[src/design/geometry_pkg.sv]
package geometry_pkg;

  // stored image is a square window in the top left of the camera frame
  localparam int IMG_DIM = 64;     // edge length in pixels
  localparam int COORD_W = 6;      // log2 of IMG_DIM
  localparam int ADDR_W = 12;      // two coordinates side by side

  // camera side counters are wider than the stored window
  localparam int IN_COORD_W = 11;

  // one coordinate inside the stored window
  typedef logic [COORD_W-1:0] coord_t;

  // buffer address, row * IMG_DIM + column
  // with a power of two edge this is just {row, col}
  typedef logic [ADDR_W-1:0] addr_t;

  // one flag per row or per column
  typedef logic [IMG_DIM-1:0] line_marks_t;

endpackage

[src/design/scan_pkg.sv]
package scan_pkg;

  // top FSM, encoded one-hot so the led view is the state itself
  localparam int STATE_W = 5;

  typedef enum logic [STATE_W-1:0] {
    RESET      = 5'b00001,
    STREAMING  = 5'b00010,   // frame buffer follows the camera
    HORIZ_SCAN = 5'b00100,   // row-major pass
    VERT_SCAN  = 5'b01000,   // column-major pass
    FINISHED   = 5'b10000    // marks are final
  } state_t;

  // direction of the pass a pixel belongs to
  typedef enum logic {
    HORIZ = 1'b0,
    VERT  = 1'b1
  } axis_t;

  // a run can span a whole line, so 0..64 must fit
  localparam int RUN_W = 7;
  typedef logic [RUN_W-1:0] run_t;

  // finder pattern is 1+1+3+1+1 modules wide
  localparam int RATIO_UNITS = 7;

  // frame buffer read path, memory stage plus output register
  localparam int READ_LATENCY = 2;

endpackage

[src/design/pixel_stream_if.sv]
interface pixel_stream_if;

  logic                   px_valid;    // px_bit holds a real pixel
  logic                   px_bit;      // 1 = dark
  geometry_pkg::coord_t   line_idx;    // row in the horiz pass, column in the vert pass
  logic                   line_last;   // final pixel of this line
  scan_pkg::axis_t        axis;        // which pass the pixel came from
  logic                   pass_done;   // one cycle pulse after the last pixel of a pass

  // address generator side
  modport gen (
    output px_valid, px_bit, line_idx, line_last, axis, pass_done
  );

  // ratio detector side
  modport det (
    input px_valid, px_bit, line_idx, line_last, axis, pass_done
  );

endinterface

[src/design/ratio_detector.sv]
module ratio_detector (
  input  logic                        clk_pixel,
  input  logic                        sys_rst,
  pixel_stream_if.det                 stream,
  output geometry_pkg::line_marks_t   row_marks,
  output geometry_pkg::line_marks_t   col_marks
);

  scan_pkg::run_t [3:0]  runs;      // completed runs on this line, [0] newest
  logic [2:0]            run_cnt;   // how many of runs are filled, stops at 4
  scan_pkg::run_t        cur_len;   // run in progress, 0 at line start
  logic                  cur_bit;   // colour of the run in progress

  logic                  line_start;
  logic                  brk;       // pixel closes the run in progress
  scan_pkg::run_t [3:0]  runs_nx;
  logic [2:0]            cnt_nx;
  scan_pkg::run_t        len_nx;
  scan_pkg::run_t [4:0]  cand;      // five runs under test, [0] newest and dark
  logic                  test_en;

  // x/t near 1/7 and c/t near 3/7, half a unit of slack either side
  // scaled by 2*RATIO_UNITS so everything stays integer
  function automatic logic ratio_ok(input scan_pkg::run_t [4:0] r);
    logic [10:0] t;
    logic [10:0] x14;
    logic        ok;
    int          i;
    t = '0;
    for (i = 0; i < 5; i++) begin
      t = t + 11'(r[i]);
    end
    ok = 1'b1;
    for (i = 0; i < 5; i++) begin
      x14 = 11'(r[i]) * 11'(2 * scan_pkg::RATIO_UNITS);
      if (i == 2) begin
        ok = ok && (x14 >= 11'd5 * t) && (x14 <= 11'd7 * t);  // center, 3 units
      end else begin
        ok = ok && (x14 >= t) && (x14 <= 11'd3 * t);          // outer, 1 unit
      end
    end
    return ok;
  endfunction

  always_comb begin
    line_start = (cur_len == '0);
    brk        = !line_start && (stream.px_bit != cur_bit);
    runs_nx    = brk ? {runs[2:0], cur_len} : runs;
    cnt_nx     = (brk && run_cnt != 3'd4) ? run_cnt + 3'd1 : run_cnt;
    len_nx     = (line_start || brk) ? scan_pkg::run_t'(1) : cur_len + 1'b1;

    // runs alternate, so a dark newest run means D L D L D
    if (stream.line_last && stream.px_bit) begin
      // dark run cut off by the line end, includes this pixel
      cand    = {runs_nx, len_nx};
      test_en = stream.px_valid && (cnt_nx == 3'd4);
    end else begin
      // dark run closed by a light pixel
      cand    = {runs, cur_len};
      test_en = stream.px_valid && brk && cur_bit && (run_cnt == 3'd4);
    end
  end

  always_ff @(posedge clk_pixel) begin
    if (sys_rst) begin
      runs      <= '0;
      run_cnt   <= '0;
      cur_len   <= '0;
      cur_bit   <= 1'b0;
      row_marks <= '0;
      col_marks <= '0;
    end else if (stream.px_valid) begin
      if (stream.line_last) begin
        runs    <= '0;       // next line starts from scratch
        run_cnt <= '0;
        cur_len <= '0;
      end else begin
        runs    <= runs_nx;
        run_cnt <= cnt_nx;
        cur_len <= len_nx;
        cur_bit <= stream.px_bit;
      end

      if (test_en && ratio_ok(cand)) begin
        if (stream.axis == scan_pkg::HORIZ) begin
          row_marks[stream.line_idx] <= 1'b1;
        end else begin
          col_marks[stream.line_idx] <= 1'b1;
        end
      end
    end
  end

  // a pass must end on a line boundary of the generator
  a_pass_on_line_end : assert property (
    @(posedge clk_pixel) disable iff (sys_rst)
    stream.pass_done |-> (cur_len == '0)
  );

endmodule

[src/flat_wrapper.sv]
// flat-port wrapper written by rule: the top's interface ports become plain ports
module ratio_detector_flat 
  (clk_pixel, sys_rst, row_marks, col_marks, stream_px_valid, stream_px_bit, stream_line_idx, stream_line_last, stream_axis, stream_pass_done);
  pixel_stream_if stream_i ();
  input  logic clk_pixel;
  input  logic sys_rst;
  output geometry_pkg::line_marks_t row_marks;
  output geometry_pkg::line_marks_t col_marks;
  input wire logic [$bits(stream_i.px_valid)-1:0] stream_px_valid;
  input wire logic [$bits(stream_i.px_bit)-1:0] stream_px_bit;
  input wire logic [$bits(stream_i.line_idx)-1:0] stream_line_idx;
  input wire logic [$bits(stream_i.line_last)-1:0] stream_line_last;
  input wire logic [$bits(stream_i.axis)-1:0] stream_axis;
  input wire logic [$bits(stream_i.pass_done)-1:0] stream_pass_done;
  assign stream_i.px_valid = stream_px_valid;
  assign stream_i.px_bit = stream_px_bit;
  assign stream_i.line_idx = stream_line_idx;
  assign stream_i.line_last = stream_line_last;
  assign stream_i.axis = stream_axis;
  assign stream_i.pass_done = stream_pass_done;
  ratio_detector u_core (.clk_pixel(clk_pixel), .sys_rst(sys_rst), .stream(stream_i), .row_marks(row_marks), .col_marks(col_marks));
endmodule
[config.mk]
export PLATFORM = sky130hd
export DESIGN_NAME = ratio_detector_flat
export DESIGN_NICKNAME = d
export VERILOG_FILES = /design/src/design/geometry_pkg.sv /design/src/design/scan_pkg.sv /design/src/design/pixel_stream_if.sv /design/src/design/ratio_detector.sv /design/src/flat_wrapper.sv
export SDC_FILE = /design/constraint.sdc
export NUM_CORES = 1
export LEC_CHECK = 0
export BUFFER_PORTS_ARGS = -buffer_cell sky130_fd_sc_hd__buf_2
export CORE_ASPECT_RATIO = 0.9
export CORE_MARGIN = 1.5
export CORE_UTILIZATION = 30
export CTS_CLUSTER_DIAMETER = 30
export CTS_CLUSTER_SIZE = 10
export DETAILED_ROUTE_END_ITERATION = 16
export HOLD_SLACK_MARGIN = 0.03
export PLACE_DENSITY_LB_ADDON = 0.08
export SKIP_LAST_GASP = 1
export SLEW_MARGIN = 15
export SYNTH_ARGS = -nofsm -noshare
export SYNTH_HDL_FRONTEND = slang
export SYNTH_SLANG_ARGS = --single-unit
[constraint.sdc]
create_clock -name clk_pixel -period 23.2 [get_ports clk_pixel]
set_input_delay 2.32 -clock clk_pixel [delete_from_list [all_inputs] [get_ports clk_pixel]]
set_output_delay 2.32 -clock clk_pixel [all_outputs]
set_load 0.1 [all_outputs]
After elaboration in Yosys (flattened, before gate mapping)
Cells that the tools add are included.

word-level totals
  flip-flop bits (word level) = 167
  output and inout port bits = 128
  input bits = 13
  word-level logic and storage cells = 87

operators by class
  reduce and logical (&&, ||, !) cells = 24
  muxes and demuxes = 20
  bitwise operators = 4
  multipliers = 8
  equal/unequal tests = 4
  magnitude comparators = 12
  $add $sub $neg = 6

operators by type and width
  kind                                                               number
  OR 64 bit                                                          2
  2-to-1 mux 28 bit                                                  2
  greater-or-equal comparator 11 bit                                 5
  less-or-equal comparator 11 bit                                    5
  multiplier 7 x 3 -> 10 bit, second input constant                  5
  2-to-1 mux 35 bit                                                  1
  adder 11 x 7 -> 11 bit                                             3
  multiplier 3 x 11 -> 11 bit, first input constant                  2
  logical AND 1 bit                                                  18
  2-to-1 mux 7 bit                                                   2
  2-to-1 mux 1 bit                                                   12
  multiplier 2 x 11 -> 11 bit, first input constant                  1
  adder 7 x 7 -> 8 bit                                               1
  adder 7 x 1 -> 7 bit, second input constant                        1
  logical NOT 7 bit                                                  1
  less-than comparator 6 x 7 -> 1 bit, second input constant         1
  demux 1 bit (select 6 bit)                                         1
  == test 3 bit, second input constant                               2
  greater-or-equal comparator 6 x 1 -> 1 bit, second input constant  1
  2-to-1 mux 3 bit                                                   2
  AND reduction 3 bit                                                2
  adder 3 x 1 -> 3 bit, second input constant                        1
  inequality test 3 bit, second input constant                       1
  inverter 1 bit                                                     2
  4 further kinds                                                    4

Logic depth before layout (Yosys ltp)
  depth in word-level cells = 33
  depth in mapped cells = 42
  mapped depth without buffers = 39

Worst setup path before layout
Ideal clock, no wire load.

  kind = in2reg
  from = input port stream_line_last
  to = register u_core.col_marks[0]
  setup slack = 11.409 ns
  data required time = 23.113 ns
  library setup time = 0.087 ns
  arrival = 11.704 ns
  stages = 37
  buffers on the path = 5
  cells stage by stage = clkbuf_1 -> nand2_1 -> a211oi_4 -> clkbuf_1 -> mux2_2 -> ha_1 -> ha_1 -> a21o_1 -> maj3_1 -> maj3_2 -> maj3_1 -> a21oi_1 -> xor2_1 -> fa_1 -> fa_1 -> inv_1 -> ha_1 -> or2_2 -> o311a_1 -> o21a_1 -> ha_1 -> buf_1 -> clkinv_1 -> o41ai_1 -> xnor2_1 -> ha_1 -> and4_1 -> and3_1 -> a2111oi_0 -> a211o_1 -> o311ai_0 -> nor4_1 -> o311a_1 -> nor2_1 -> clkbuf_1 -> buf_2 -> o31ai_1

on the way
  word-level cells in the longest chain between the ends = 29
  elaborated cells between the ends (all ways) = 46
  those cells by class = add/sub (4); mul (8); order compare (10); mux (12); reduce/logical (12)

ends and longest elaborated chain
  item                                      RTL line              text
  from (decl)                               flat_wrapper.sv:12    input wire logic [$bits(stream_i.line_last)-1:0] stream_line_last;
  logical AND 1 bit (*)                     ratio_detector.sv:53  if (stream.line_last && stream.px_bit) begin
  2-to-1 mux 35 bit                         ratio_detector.sv:53
  adder 7 x 7 -> 8 bit                      ratio_detector.sv:31  t = t + 11'(r[i]);
  adder 11 x 7 -> 11 bit (3 in a row)       ratio_detector.sv:31
  multiplier 2 x 11 -> 11 bit               ratio_detector.sv:39  ok = ok && (x14 >= t) && (x14 <= 11'd3 * t);
  less-or-equal comparator 11 bit           ratio_detector.sv:39
  logical AND 1 bit                         ratio_detector.sv:39
  2-to-1 mux 1 bit                          ratio_detector.sv:72  end else if (stream.px_valid) begin
  (+9 left out)                             n/a
  logical AND 1 bit (2 in a row)            ratio_detector.sv:39
  2-to-1 mux 1 bit                          ratio_detector.sv:72
  2-to-1 mux 1 bit                          ratio_detector.sv:65  if (sys_rst) begin
  logical AND 1 bit (2 in a row)            ratio_detector.sv:39
  2-to-1 mux 1 bit                          ratio_detector.sv:72
  2-to-1 mux 1 bit                          ratio_detector.sv:65
  logical AND 1 bit (*)                     ratio_detector.sv:84  if (test_en && ratio_ok(cand)) begin
  AND reduction 3 bit (no source line) (*)  n/a
  to (signal assigned)                      ratio_detector.sv:71  col_marks <= '0;
  to (signal, indexed assignment)           ratio_detector.sv:88  col_marks[stream.line_idx] <= 1'b1;
  to (decl)                                 ratio_detector.sv:6   output geometry_pkg::line_marks_t col_marks

Mark *: on every way between the ends. The rest lies on a longest branch, timed or not. The select of a mux whose other input is x is not followed.
A chain may end at the register's enable or synchronous reset.

Final worst setup path
  from = input port stream_px_bit
  to = register u_core.row_marks[8]

on the way
  word-level cells in the longest chain between the ends = 32
  elaborated cells between the ends (all ways) = 58
  those cells by class = add/sub (4); mul (8); order compare (10); eq/ne (2); mux (15); reduce/logical (19)

ends and longest elaborated chain
  item                                      RTL line              text
  from (decl)                               flat_wrapper.sv:10    input wire logic [$bits(stream_i.px_bit)-1:0] stream_px_bit;
  inequality test 1 bit                     ratio_detector.sv:47  brk = !line_start && (stream.px_bit != cur_bit);
  logical AND 1 bit                         ratio_detector.sv:47
  logical OR 1 bit                          ratio_detector.sv:50  len_nx = (line_start || brk) ? scan_pkg::run_t'(1) : cur_len + 1'b1;
  2-to-1 mux 7 bit                          ratio_detector.sv:50
  2-to-1 mux 35 bit                         ratio_detector.sv:53
  adder 7 x 7 -> 8 bit                      ratio_detector.sv:31
  adder 11 x 7 -> 11 bit (3 in a row)       ratio_detector.sv:31
  multiplier 2 x 11 -> 11 bit               ratio_detector.sv:39
  (+12 left out)                            n/a
  logical AND 1 bit (2 in a row)            ratio_detector.sv:39
  2-to-1 mux 1 bit                          ratio_detector.sv:72
  2-to-1 mux 1 bit                          ratio_detector.sv:65
  logical AND 1 bit (2 in a row)            ratio_detector.sv:39
  2-to-1 mux 1 bit                          ratio_detector.sv:72
  2-to-1 mux 1 bit                          ratio_detector.sv:65
  logical AND 1 bit (*)                     ratio_detector.sv:84
  AND reduction 3 bit (no source line) (*)  n/a
  to (signal assigned)                      ratio_detector.sv:70  row_marks <= '0;
  to (signal, indexed assignment)           ratio_detector.sv:86  row_marks[stream.line_idx] <= 1'b1;
  to (decl)                                 ratio_detector.sv:5   output geometry_pkg::line_marks_t row_marks,

Marks and branches as above.

==> impl_metrics.py <==
metrics = {
    "outcome": {
        "status": "finished clean",
    },
    "sta": {
        "fin_worst_skew_ns": 0.0218,
        "max_clock_freq_mhz": 71.7,
        "setup-tns-final_ns": 0,
        "fin_ws_ns": 9.26,
        "hold_viol": 0,
        "setup_viol": 0,
        "rsz0062_at_grt": "no",
        "min_period_over_period_pct": 60.1,
        "slew_headroom_pct": 19.7,
        "report.final.slew_viol_count": 0,
        "min_period_ns": 13.94,
        "tightest_slew_ns": 1.20,
    },
    "placed_design": {
        "dp_hpwl_um": 33000,
        "finalWeightedCongestion": 0.818,
        "port_buffers": 139,
        "dp_slack_ns": 8.75,
        "place_area_um2": 15000,
    },
    "global_routing": {
        "grt_pass1_wl_um": 67200,
        "grt_overflow": 0,
        "grt_pass1_vias": 10994,
        "grt_max_degree": 86,
        "antenna_found_initial": 0,
        "grt_usage_pct": 18.8,
    },
    "power_and_ir_drop": {
        "p_switching_mw": 0.188,
        "peakVddDrop_uv": 44.1,
        "pwr-share-seq_pct": 43.8,
        "comb_power_share_pct": 8.2,
        "powerDensity_nw_per_um2": 41.9,
        "total_leakage_power_nw": 7.14,
        "clock_power_share_pct": 48.0,
        "switching_share_pct": 28.8,
        "p_int_mw": 0.467,
    },
    "synth": {
        "ys_types": 72,
        "synth_async_sr_flop_share_pct": 0,
        "avgSynthCellArea_um2": 8.64,
        "synth_fp_nets": 1849,
        "synth-seq-cells": 167,
        "synth_edf_count": 0,
        "synth_warnings": 0,
        "syn_area_um2": 13800,
        "syn-instance-count": 1594,
        "synth_ff_type": "dfxtp_1",
        "synth_seq_area_share_pct": 24.3,
    },
    "worst_setup_path": {
        "cp_slowest_stage_delay_ns": 0.67,
        "crit_start": "stream_px_bit",
        "crit_fanout": 75,
        "startpoint_type": "primary input",
        "end_kind": "register",
        "critical_path_class": "primary input to register",
        "crit_path_frequent_cell": "a21oi_1",
        "critPathSlowestCell": "a21oi_1",
        "rr_startpoint": "u_core.cur_len[0]$_SDFFE_PP0P_",
        "arrival_ns": 14.32,
        "worstPathRequired_ns": 23.58,
        "reg2reg_depth": 40,
    },
    "clock_tree": {
        "cts_hold_buf": 0,
        "clock_latency_ns": 0.49,
        "cts_root_buffer": "clkbuf_16",
        "clk_pin_slew_ns": 0.07,
        "cts_buffer_depth": 2,
        "numCtsBuffers": 17,
        "cts_tree": "built",
        "cts_setup_buffers": 0,
        "cts.repair.resized": 0,
        "cts_sinks": 167,
        "htree_levels": 4,
    },
    "final_layout": {
        "antennaDiodeCount": 0,
        "final_area_um2": 15600,
        "area_growth_pct": 13.6,
        "final_cell_mix": "ha_1 (190), dfxtp_1 (167), nand2_1 (145)",
        "finalNetCount": 1939,
        "layout_commonest_cell": "ha_1",
        "drive_gt1_share_pct": 13.6,
        "fillCellCount": 4789,
    },
    "floorplanning": {
        "num_rows": 74,
        "core_area_um2": 45400,
        "die-width_um": 229,
        "io_pins": 141,
        "die_area_um2": 47200,
        "start_util_pct": 30.3,
        "die_y_um": 206,
    },
    "route": {
        "totalWireLength_um": 44700,
        "ant_nets": 0,
        "drtPass1Iterations": 5,
        "avgViaCountPerCell": 5.03,
        "vias": 11590,
        "wl_per_cell_um": 19.4,
        "drc": 0,
        "dr.first_iter.drc_count": 837,
    },
    "hold_path": {
        "hold_path_depth": 2,
        "worstHoldStart": "u_core.col_marks[45]$_SDFFE_PP0P_",
        "min_path_type": "register to register",
    },
    "job": {
        "drv_cap": 0,
    },
}
kinds of logic after synthesis:
| family | count (synthesis) | share of synthesized area, % |
|---|---|---|
| multiplexers | 33 | 2.67 |
| XOR/XNOR | 69 | 4.39 |
| adder cells (fa/ha/maj) | 249 | 25.4 |
| flip-flops | 167 | 24.3 |
| AND/OR/NAND/NOR | 498 | 18.0 |
| buffers and inverters | 191 | 5.53 |
| AO/OA/AOI/OAI | 387 | 19.7 |
cells in the mapped netlist (21+ instances only):
library cell	count	area [um^2]
ha_1	190	2380
dfxtp_1	167	3340
nand2_1	145	544
nand2b_1	140	876
o31ai_1	132	991
inv_1	110	413
nor2_1	110	413
a21oi_1	69	345
fa_1	52	1040
clkbuf_1	49	184
xnor2_1	49	429
o21ai_0	40	200
a21o_1	31	233
a22oi_1	29	218
buf_2	27	135
mux2_2	26	293
nor3_1	21	105
metal layers:
layer | global-route usage, % | vias to the layer above | part of all wire (%)
met4 | 6.16 | 0 | 2.3
met1 | 28.3 | 5545 | 52
met5 | 0 | - | 0
li1 | - | 5780 | -
met2 | 26.8 | 217 | 41
met3 | 3.24 | 48 | 3.9
sequential cells by signal, summed over array words and instances (netlist names):
signal / flops
u_core.run_cnt: 3
u_core.col_marks: 64
u_core.cur_len: 7
u_core.row_marks: 64
u_core.runs: 28
u_core.cur_bit: 1
cell type report:
cell class	count	area (um^2)	area share (%)
clock inverter	15	200	1.28
tap	608	761	4.87
inverter	111	417	2.67
sequential	167	3340	21.4
multi-input combinational	1236	9700	62.0
clock buffer	17	425	2.72
timing repair buffer	151	788	5.04
worst max-delay path: cells and delay by family:
| kind | cells | cell delay (ns) |
|---|---|---|
| compound gates | 16 | 4.30 |
| xor+xnor | 3 | 0.94 |
| buf+inv | 6 | 1.47 |
| fa+ha+maj | 11 | 4.22 |
| simple gates | 3 | 0.96 |
worst paths after layout:
| path | endpoint | slack [ns] |
|---|---|---|
| worst min-delay path | u_core.col_marks[45]$_SDFFE_PP0P_ | 0.46 |
| worst min register to register | u_core.col_marks[45]$_SDFFE_PP0P_ | 0.46 |
| worst max register to register | u_core.row_marks[8]$_SDFFE_PP0P_ | 10.69 |
| worst max-delay path | u_core.row_marks[8]$_SDFFE_PP0P_ | 9.26 |
power groups by stage:
stage,Sequential [mW],Combinational (mW),Clock (mW)
3_5_place_dp,0.294,0.0538,0
5_1_grt,0.287,0.0591,0.338
4_1_cts,0.287,0.0541,0.327
3_3_place_gp,0.294,0.0541,0
2_1_floorplan,0.294,0.0371,0
6_report,0.287,0.0538,0.314
stage by stage:
| step | std cells | utilization (%) | hold WS (ns) | total power [mW] |
|---|---|---|---|---|
| after floorplan | 1594 | - | 0.461 | 0.331 |
| after global placement | 2273 | 33.1 | 0.440 | 0.348 |
| after detailed placement | 2273 | 33.1 | 0.442 | 0.347 |
| after CTS | 2305 | 34.5 | 0.461 | 0.668 |
| after global routing | 2305 | 34.5 | 0.477 | 0.684 |
| final | 2305 | 34.5 | 0.457 | 0.655 |
Power figures use the tool's default switching activity.
